File: src/opl_pkg.sv
// package: slot geometry constants, update kinds, slot, update and configuration structs
`default_nettype none

package opl_pkg;

    // slot geometry
    localparam int NUM_GROUPS     = 3;
    // subslots 0-2 modulators, 3-5 carriers
    localparam int SUBS_PER_GROUP = 6;
    localparam int NUM_OPS        = 18;
    localparam int NUM_CH         = 9;
    // one ring stage per channel of a group
    localparam int CH_STAGES      = 3;

    // configuration word widths
    localparam int OPCFG_W = 32;
    localparam int CHCFG_W = 18;

    // register kind of the last data write
    typedef enum logic [2:0] {
        REG_NONE,
        REG_MULT,
        REG_KSL_TL,
        REG_AR_DR,
        REG_SL_RR,
        REG_FNUM_LO,
        REG_FNUM_HI,
        REG_FBCON
    } reg_kind_e;

    // counter position, zero marks group 0 subslot 0
    typedef struct packed {
        logic       zero;
        logic [1:0] group;
        logic [2:0] sub;
        logic       op;
    } slot_pos_t;

    // held decode result
    typedef struct packed {
        reg_kind_e  kind;
        logic [1:0] sel_group;
        logic [2:0] sel_sub;
        logic [7:0] data;
        logic [7:0] fnum_lo;
    } upd_t;

    // operator word, fields read at stages I, II and IV
    typedef struct packed {
        logic       am;
        logic       vib;
        logic       en_sus;
        logic       ks;
        logic [3:0] mul;
        logic [1:0] ksl;
        logic [5:0] tl;
        logic [3:0] ar;
        logic [3:0] dr;
        logic [3:0] sl;
        logic [3:0] rr;
    } op_cfg_t;

    // channel word
    typedef struct packed {
        logic       keyon;
        logic [2:0] block;
        logic [9:0] fnum;
        logic [2:0] fb;
        logic       con;
    } ch_cfg_t;

endpackage

`default_nettype wire

File: src/opl_ch_ring.sv
// resettable channel configuration shift ring, one per operator group
`timescale 1ns/1ps
`default_nettype none

module opl_ch_ring (
    input  logic             clk,
    input  logic             rst_n,
    input  logic             cen,
    input  opl_pkg::ch_cfg_t din,
    output opl_pkg::ch_cfg_t drop
);
    import opl_pkg::*;

    // one word per channel of the group
    logic [CHCFG_W-1:0] stage [CH_STAGES];

    always_ff @(posedge clk) begin
        if (!rst_n) begin
            for (int i = 0; i < CH_STAGES; i++) begin
                stage[i] <= '0;
            end
        end else if (cen) begin
            stage[0] <= din;
            for (int i = 1; i < CH_STAGES; i++) begin
                stage[i] <= stage[i-1];
            end
        end
    end

    // oldest word is the current channel
    assign drop = ch_cfg_t'(stage[CH_STAGES-1]);

endmodule

`default_nettype wire

File: src/opl_decode.sv
// host byte port: address latch, register kind decode, target slot and fnum low latch
`timescale 1ns/1ps
`default_nettype none

module opl_decode (
    input  logic          clk,
    input  logic          rst_n,
    input  logic          wr,
    input  logic          a0,
    input  logic [7:0]    din,
    output opl_pkg::upd_t upd,
    output logic          write
);
    import opl_pkg::*;

    logic [7:0] addr;
    reg_kind_e  op_kind;
    reg_kind_e  dec_kind;
    logic       op_ok;
    logic       ch_ok;
    logic [1:0] ch_group;
    logic [2:0] ch_sub;
    logic [1:0] dec_group;
    logic [2:0] dec_sub;
    logic       fnum_wr;

    // operator block from the upper address bits
    always_comb begin
        case (addr[7:5])
            3'd1:    op_kind = REG_MULT;
            3'd2:    op_kind = REG_KSL_TL;
            3'd3:    op_kind = REG_AR_DR;
            3'd4:    op_kind = REG_SL_RR;
            default: op_kind = REG_NONE;
        endcase
    end

    // offset group 3 and subslots 6-7 are holes
    assign op_ok = (addr[4:3] != 2'(NUM_GROUPS)) && (addr[2:0] < 3'(SUBS_PER_GROUP));
    assign ch_ok = addr[3:0] < 4'(NUM_CH);

    // channel to group and modulator subslot
    always_comb begin
        if (addr[3:0] >= 4'd6) begin
            ch_group = 2'd2;
            ch_sub   = 3'(addr[3:0] - 4'd6);
        end else if (addr[3:0] >= 4'd3) begin
            ch_group = 2'd1;
            ch_sub   = 3'(addr[3:0] - 4'd3);
        end else begin
            ch_group = 2'd0;
            ch_sub   = addr[2:0];
        end
    end

    always_comb begin
        dec_kind  = REG_NONE;
        dec_group = '0;
        dec_sub   = '0;
        fnum_wr   = 1'b0;
        if (op_kind != REG_NONE) begin
            if (op_ok) begin
                dec_kind  = op_kind;
                dec_group = addr[4:3];
                dec_sub   = addr[2:0];
            end
        end else if (ch_ok) begin
            case (addr[7:4])
                // low byte only waits for the high byte
                4'hA: fnum_wr = 1'b1;
                4'hB: dec_kind = REG_FNUM_HI;
                4'hC: dec_kind = REG_FBCON;
                default: dec_kind = REG_NONE;
            endcase
            dec_group = ch_group;
            dec_sub   = ch_sub;
        end
    end

    always_ff @(posedge clk) begin
        if (!rst_n) begin
            addr          <= '0;
            write         <= 1'b0;
            upd.kind      <= REG_NONE;
            upd.sel_group <= '0;
            upd.sel_sub   <= '0;
            upd.data      <= '0;
            upd.fnum_lo   <= '0;
        end else begin
            // one pulse per data write
            write <= wr && a0;
            if (wr && !a0) begin
                addr <= din;
            end
            if (wr && a0) begin
                upd.kind      <= dec_kind;
                upd.sel_group <= dec_group;
                upd.sel_sub   <= dec_sub;
                upd.data      <= din;
                if (fnum_wr) begin
                    upd.fnum_lo <= din;
                end
            end
        end
    end

endmodule

`default_nettype wire

File: src/opl_op_ring.sv
// circulating operator configuration ring with per-field updates at their read stage
`timescale 1ns/1ps
`default_nettype none

module opl_op_ring (
    input  logic               clk,
    input  logic               rst_n,
    input  logic               cen,
    input  logic [7:0]         din,
    input  opl_pkg::reg_kind_e kind,
    input  logic               update_op_I,
    input  logic               update_op_II,
    input  logic               update_op_IV,
    output opl_pkg::op_cfg_t   shift_out
);
    import opl_pkg::*;

    logic [OPCFG_W-1:0] ring [NUM_OPS];
    op_cfg_t            drop;
    logic               up_mult_I;
    logic               up_mult_II;
    logic               up_ksl_I;
    logic               up_tl_IV;
    logic               up_ar_dr_I;
    logic               up_sl_rr_I;

    assign drop = op_cfg_t'(ring[NUM_OPS-1]);

    // field group write enables
    assign up_mult_I  = (kind == REG_MULT) && update_op_I;
    assign up_mult_II = (kind == REG_MULT) && update_op_II;
    assign up_ksl_I   = (kind == REG_KSL_TL) && update_op_I;
    assign up_tl_IV   = (kind == REG_KSL_TL) && update_op_IV;
    assign up_ar_dr_I = (kind == REG_AR_DR) && update_op_I;
    assign up_sl_rr_I = (kind == REG_SL_RR) && update_op_I;

    // patched word, shown now and fed back into the ring
    always_comb begin
        shift_out = drop;
        if (up_mult_I) begin
            shift_out.am     = din[7];
            shift_out.vib    = din[6];
            shift_out.en_sus = din[5];
        end
        // ks and mul lag one slot
        if (up_mult_II) begin
            shift_out.ks  = din[4];
            shift_out.mul = din[3:0];
        end
        if (up_ksl_I) begin
            shift_out.ksl = din[7:6];
        end
        // tl lags three slots
        if (up_tl_IV) begin
            shift_out.tl = din[5:0];
        end
        if (up_ar_dr_I) begin
            shift_out.ar = din[7:4];
            shift_out.dr = din[3:0];
        end
        if (up_sl_rr_I) begin
            shift_out.sl = din[7:4];
            shift_out.rr = din[3:0];
        end
    end

    always_ff @(posedge clk) begin
        if (!rst_n) begin
            for (int i = 0; i < NUM_OPS; i++) begin
                ring[i] <= '0;
            end
        end else if (cen) begin
            ring[0] <= shift_out;
            for (int i = 1; i < NUM_OPS; i++) begin
                ring[i] <= ring[i-1];
            end
        end
    end

endmodule

`default_nettype wire

File: src/opl_regs.sv
// register block: slot counter, update stage pipeline, channel muxing and ring instances
`timescale 1ns/1ps
`default_nettype none

module opl_regs (
    input  logic                clk,
    input  logic                rst_n,
    input  logic                cen,
    input  logic                write,
    input  opl_pkg::upd_t       upd,
    output opl_pkg::slot_pos_t  slot,
    output opl_pkg::op_cfg_t    op_cfg,
    output opl_pkg::ch_cfg_t    ch_cfg
);
    import opl_pkg::*;

    logic [1:0] next_group;
    logic [2:0] next_sub;
    logic       match;
    logic       update_op_I;
    logic       update_op_II;
    logic       update_op_III;
    logic       update_op_IV;
    reg_kind_e  kind_live;
    logic       up_fnum_ch;
    logic       up_fbcon_ch;
    ch_cfg_t    ch_drop;
    ch_cfg_t    ch_out [NUM_GROUPS];
    ch_cfg_t    ch_in  [NUM_GROUPS];

    // six subslots per group, three groups per turn
    always_comb begin
        if (slot.sub == 3'(SUBS_PER_GROUP - 1)) begin
            next_sub   = '0;
            next_group = (slot.group == 2'(NUM_GROUPS - 1)) ? 2'd0 : slot.group + 2'd1;
        end else begin
            next_sub   = slot.sub + 3'd1;
            next_group = slot.group;
        end
    end

    // zero, op and match belong to the slot being entered
    always_ff @(posedge clk) begin
        if (!rst_n) begin
            slot.zero  <= 1'b1;
            slot.group <= '0;
            slot.sub   <= '0;
            slot.op    <= 1'b0;
            match      <= (upd.sel_group == 2'd0) && (upd.sel_sub == 3'd0);
        end else if (cen) begin
            slot.group <= next_group;
            slot.sub   <= next_sub;
            slot.zero  <= (next_group == 2'd0) && (next_sub == 3'd0);
            slot.op    <= next_sub >= 3'(SUBS_PER_GROUP / 2);
            match      <= (next_group == upd.sel_group) && (next_sub == upd.sel_sub);
        end else if (write) begin
            // new target while the slot holds still
            match <= (slot.group == upd.sel_group) && (slot.sub == upd.sel_sub);
        end
    end

    // stage I hit on the target slot
    assign update_op_I = !write && (upd.sel_group == slot.group) && (upd.sel_sub == slot.sub);

    // later stages follow the slot, a new write flushes them
    always_ff @(posedge clk) begin
        if (!rst_n || write) begin
            update_op_II  <= 1'b0;
            update_op_III <= 1'b0;
            update_op_IV  <= 1'b0;
        end else if (cen) begin
            update_op_II  <= update_op_I;
            update_op_III <= update_op_II;
            update_op_IV  <= update_op_III;
        end
    end

    // match and stages still point at the old target on the write cycle
    assign kind_live   = write ? REG_NONE : upd.kind;
    assign up_fnum_ch  = (kind_live == REG_FNUM_HI) && match;
    assign up_fbcon_ch = (kind_live == REG_FBCON) && match;

    opl_op_ring u_op_ring (
        .clk          (clk),
        .rst_n        (rst_n),
        .cen          (cen),
        .din          (upd.data),
        .kind         (kind_live),
        .update_op_I  (update_op_I),
        .update_op_II (update_op_II),
        .update_op_IV (update_op_IV),
        .shift_out    (op_cfg)
    );

    // ring of the active group
    always_comb begin
        case (slot.group)
            2'd1:    ch_drop = ch_out[1];
            2'd2:    ch_drop = ch_out[2];
            default: ch_drop = ch_out[0];
        endcase
    end

    // new channel fields merged into the current word
    always_comb begin
        ch_cfg = ch_drop;
        if (up_fnum_ch) begin
            {ch_cfg.keyon, ch_cfg.block, ch_cfg.fnum} = {upd.data[5:0], upd.fnum_lo};
        end
        if (up_fbcon_ch) begin
            ch_cfg.fb  = upd.data[3:1];
            ch_cfg.con = upd.data[0];
        end
    end

    // idle groups just recirculate
    for (genvar g = 0; g < NUM_GROUPS; g++) begin : g_group
        assign ch_in[g] = (slot.group == 2'(g)) ? ch_cfg : ch_out[g];

        opl_ch_ring u_ch_ring (
            .clk   (clk),
            .rst_n (rst_n),
            .cen   (cen),
            .din   (ch_in[g]),
            .drop  (ch_out[g])
        );
    end

endmodule

`default_nettype wire

File: src/opl_top.sv
// top level: host decoder feeding the register block
`timescale 1ns/1ps
`default_nettype none

module opl_top (
    input  logic               clk,
    input  logic               rst_n,
    input  logic               cen,
    input  logic               wr,
    input  logic               a0,
    input  logic [7:0]         din,
    output opl_pkg::slot_pos_t slot,
    output opl_pkg::op_cfg_t   op_cfg,
    output opl_pkg::ch_cfg_t   ch_cfg
);
    import opl_pkg::*;

    // held update and its write pulse
    upd_t upd;
    logic write;

    opl_decode u_decode (
        .clk   (clk),
        .rst_n (rst_n),
        .wr    (wr),
        .a0    (a0),
        .din   (din),
        .upd   (upd),
        .write (write)
    );

    // slot walk and configuration storage
    opl_regs u_regs (
        .clk    (clk),
        .rst_n  (rst_n),
        .cen    (cen),
        .write  (write),
        .upd    (upd),
        .slot   (slot),
        .op_cfg (op_cfg),
        .ch_cfg (ch_cfg)
    );

endmodule

`default_nettype wire

File: config.mk
export PLATFORM = sky130hd
export DESIGN_NAME = opl_top
export DESIGN_NICKNAME = d
export VERILOG_FILES = /design/src/opl_pkg.sv /design/src/opl_ch_ring.sv /design/src/opl_decode.sv /design/src/opl_op_ring.sv /design/src/opl_regs.sv /design/src/opl_top.sv
export SDC_FILE = /design/constraint.sdc
export NUM_CORES = 1
export LEC_CHECK = 0
export BUFFER_PORTS_ARGS = -buffer_cell sky130_fd_sc_hd__buf_2
export CELL_PAD_IN_SITES_DETAIL_PLACEMENT = 1
export CELL_PAD_IN_SITES_GLOBAL_PLACEMENT = 2
export CORE_MARGIN = 1.5
export CORE_UTILIZATION = 49
export CTS_CLUSTER_DIAMETER = 30
export DETAILED_ROUTE_END_ITERATION = 8
export HOLD_SLACK_MARGIN = 0.05
export MAX_ROUTING_LAYER = met4
export PLACE_DENSITY_LB_ADDON = 0.1
export SLEW_MARGIN = 25
export SYNTH_ARGS = -nofsm -noshare
export SYNTH_HDL_FRONTEND = slang
export SYNTH_SLANG_ARGS = --single-unit
File: constraint.sdc
create_clock -name clk -period 41.9 [get_ports clk]
set_input_delay 8.38 -clock clk [delete_from_list [all_inputs] [get_ports clk]]
set_output_delay 8.38 -clock clk [all_outputs]
set_load 0.01 [all_outputs]
==> results.md <==
- Clock transition at the registers of the reported paths: approximately 0.040 ns
- Clk_lat worst skew: 0.70 ns
- Mean Syn Cell Area: between 10 and 15 sq um
- Routed length per instance: 21.39 um
- Main flop type after synthesis: edfxtp_1
- Mapped Area: 30860 sq um
- TritonRoute pass-1 iters: 5
- # DRC: 0
- Post-synth EDFFs: 739
- Die W: 254.0 um
- Gate power share: between 3 and 4%
- Synth area leaders: edfxtp_1 72%, and3_1 13%, dfxtp_1 2.8%, clkbuf_1 2.3%, a21oi_1 1.4%
- Worst EP required: between 40 and 50 ns
- CP cell instances: buf_8 > nand2b_4 > buf_4 > buf_6 > buf_6
- FFs w/ async S/R, synth: 0%
- Effective utilization at floorplan: 49.82%
- Htree depth: 4
- Final min period: 11.91 ns
- Root buffer cell: clkbuf_16
- Max VDD drop: a little under 0.04 mV
- Setup Viol. Count Final: 0
- Synth top area share: 71.91%
- Pwr per Cell Area: 60.52 nW/um^2
- Port Buffers: 69
- I/O pins: 70
- YS warnings: 0
- Die Span Y: 254.0 um
- Vias in the first global route: 18320
- Initial antenna violation count: 2
- Cell taking the most area after synthesis: edfxtp_1
- Final nets: 2175
- Worst setup path category: in -> reg
- Synth-to-Final Area Change: 20.24%
- Vias post-DR: 17460
- Share of post-route cells with drive strength above 1: 16.41%
- Row cnt: 91
- Maximum fanout along the worst path: 202
- #FFs+latches synth: 782
- Mux share of post-synthesis cell area: 1.829%
- Critical path's slowest cell: buf_4
- Max cap viols: 0
- Syn Nets: around 2100
- Multi-input gate area: about 7000 sq um
- Tcrit/Tclk final: 28.43%
- Post-Synth Simple-Gate Area: 16.00%
- Final hold vios: 0
- Post-Layout Cell Count: 3122
- Worst setup SP type: input port
- Pin count of the biggest net entering global routing: around 200
- Critical Path AT: 12.22 ns
- Synth Area in Compound Gates: 4.274%
- Clock power frac: 55.6%
- Max frequency: around 84 MHz
- TritonCTS buffer count: around 160
- Total track usage: 22.00%
- CTS Sinks: 782
- Routed Antenna Nets: 0
- Total power: 2.246 mW
- Clock Skew: 0.02231 ns
- Register area: 23050 sq um
- Cts hold-fix bufs: 0
- Detailed Place HPWL: 32750 um
- Unrepaired setup endpoints after global routing: false
- Final number of max-transition violations: 0
- Post-synthesis sequential area ratio: 74.70%
- FILL cells: roughly 5700
- RePlAce Congestion: 0.7499
- P_sw: 473.6 uW
- Actual slew at the worst max-slew pin: 1.017 ns
- Synth Area in Adders: 0.2838%
- Critical Path Most Common Cell: buf_6
- Crit-path max cell delay: 0.88 ns
- Core Region: 61940 sq um
- TritonCTS clock tree: yes
- Synth cell types: 56
- Cell Area, Placed: 31710 sq um
- Finished Cell Area: 37110 sq um
- DR vias/cell: 5.592
- Initial DRC Count: 1413
- Flop pwr share: 41.1%
- Inst Count DP: 2832
- Power Internal: 1.772 mW
- Routed Wire Length: 66790 um
- Maximum clock path buffer count: 3
- Area share of xor/xnor cells in the synthesized design: 0.1703%
- Largest family of logic cells by synthesized area: simple AND/OR/NAND/NOR gates
- Sw Ratio: 21.09%
- Setup TNS: 0 ns
- Die ar.: 64490 sq um
- Worst Setup End Kind: register
- First-pass GRT wire length: 106200 um
- Antenna diodes: 0
- Run status: completed
- Max-slew headroom: 32.17%
- Setup bufs post-CTS: 0
- CTS resizes: 0
- Post-Synthesis Cells: 2100
- GR Overflow Total: 0
- HP Class: reg -> reg
- Leakage: 16.57 nW
-- power by group through the flow --
stage / Sequential, mW / Clock, mW / Combinational [mW]
final: 0.923 / 1.25 / 0.0733
after global routing: 0.927 / 1.30 / 0.0817
after CTS: 0.923 / 1.27 / 0.0742
after detailed placement: 0.935 / 0 / 0.0730
after global placement: 0.934 / 0 / 0.0705
after floorplan: 0.957 / 0 / 0.0516
-- synthesized netlist by cell type (all sizes together) (2+ instances only) --
master,n
o211ai,2
nor3b,3
o2111ai,2
dfxtp,43
and3,653
clkbuf,189
a22oi,19
a221oi,2
edfxtp,739
mux2,32
o21ai,76
nand2,31
mux2i,20
nand3,8
or4,2
nand4,2
nor2b,20
ha,7
a211oi,18
nor3,4
and2,35
buf,5
xor2,6
nand3b,2
a21boi,11
nand2b,7
a21o,2
nor2,26
a31oi,3
inv,28
a21oi,86
-- sequential cells by signal, summed over array words and instances (netlist names), 7 cells and up --
name                            count
u_regs.u_op_ring.ring             576
u_decode.addr                       8
u_regs.slot                         7
u_regs.g_group.u_ch_ring.stage    162
u_decode.upd                       24
-- through the flow --
stage               hold WS [ns]  util (%)  setup slack, ns
floorplan                 0.4601         -            13.35
global placement          0.4632     51.19            28.77
detailed placement        0.4658     51.19            28.64
CTS                       0.4801     59.83            29.37
global route              0.5205     59.91            29.59
finish                    0.4755     59.91            29.99
-- placed cells by master (no fill, tap or decap), drive strengths merged, types with 32 or more instances in the layout --
| cell type | netlist | routed |
|---|---|---|
| mux2 | 32 | 32 |
| clkinv | 0 | 60 |
| clkbuf | 189 | 188 |
| and2 | 35 | 35 |
| o21ai | 76 | 76 |
| a21oi | 86 | 86 |
| dfxtp | 43 | 43 |
| and3 | 653 | 653 |
| buf | 5 | 90 |
| edfxtp | 739 | 739 |
-- cells by family after synthesis --
family          after synthesis
buf+inv                     222
flops                       782
mux                          52
simple gates                803
xor+xnor                      6
fa+ha+maj                     7
compound gates              228
-- metal layers --
metal	GRT usage (%)	part of all wire [%]
met1	30.64	47
met2	32.20	47
met3	4.722	3.9
met4	7.449	2.1
met5	-	0
-- path summary, 6_finish.rpt --
| path | cells after the start | to | slack [ns] | from |
|---|---|---|---|---|
| hold reg to reg | 2 | u_regs.slot[6] | 0.48 | u_regs.slot[6] |
| hold / removal | 2 | u_regs.slot[6] | 0.48 | u_regs.slot[6] |
| setup reg to reg | 5 | u_regs.g_group[0].u_ch_ring.stage[0][10] | 39.23 | u_regs.slot[4] |
| setup / recovery | 5 | u_regs.u_op_ring.ring[3][28] | 29.99 | cen |
-- worst max-delay path, delay by kind of cell --
kind	cells	cell delay, ns
buffers and inverters	4	2.81
AND/OR/NAND/NOR	1	0.79
-- cell type report --
cell class	instances	area share [%]
Inverter	28	0.2832
Timing Repair Buffer	90	1.548
Clock buffer	188	11.39
Sequential cell	782	62.13
Clock inverter	101	3.038
Multi-Input combinational cell	1096	18.80
Tap cell	837	2.822
(Power assumes the default switching activity.)
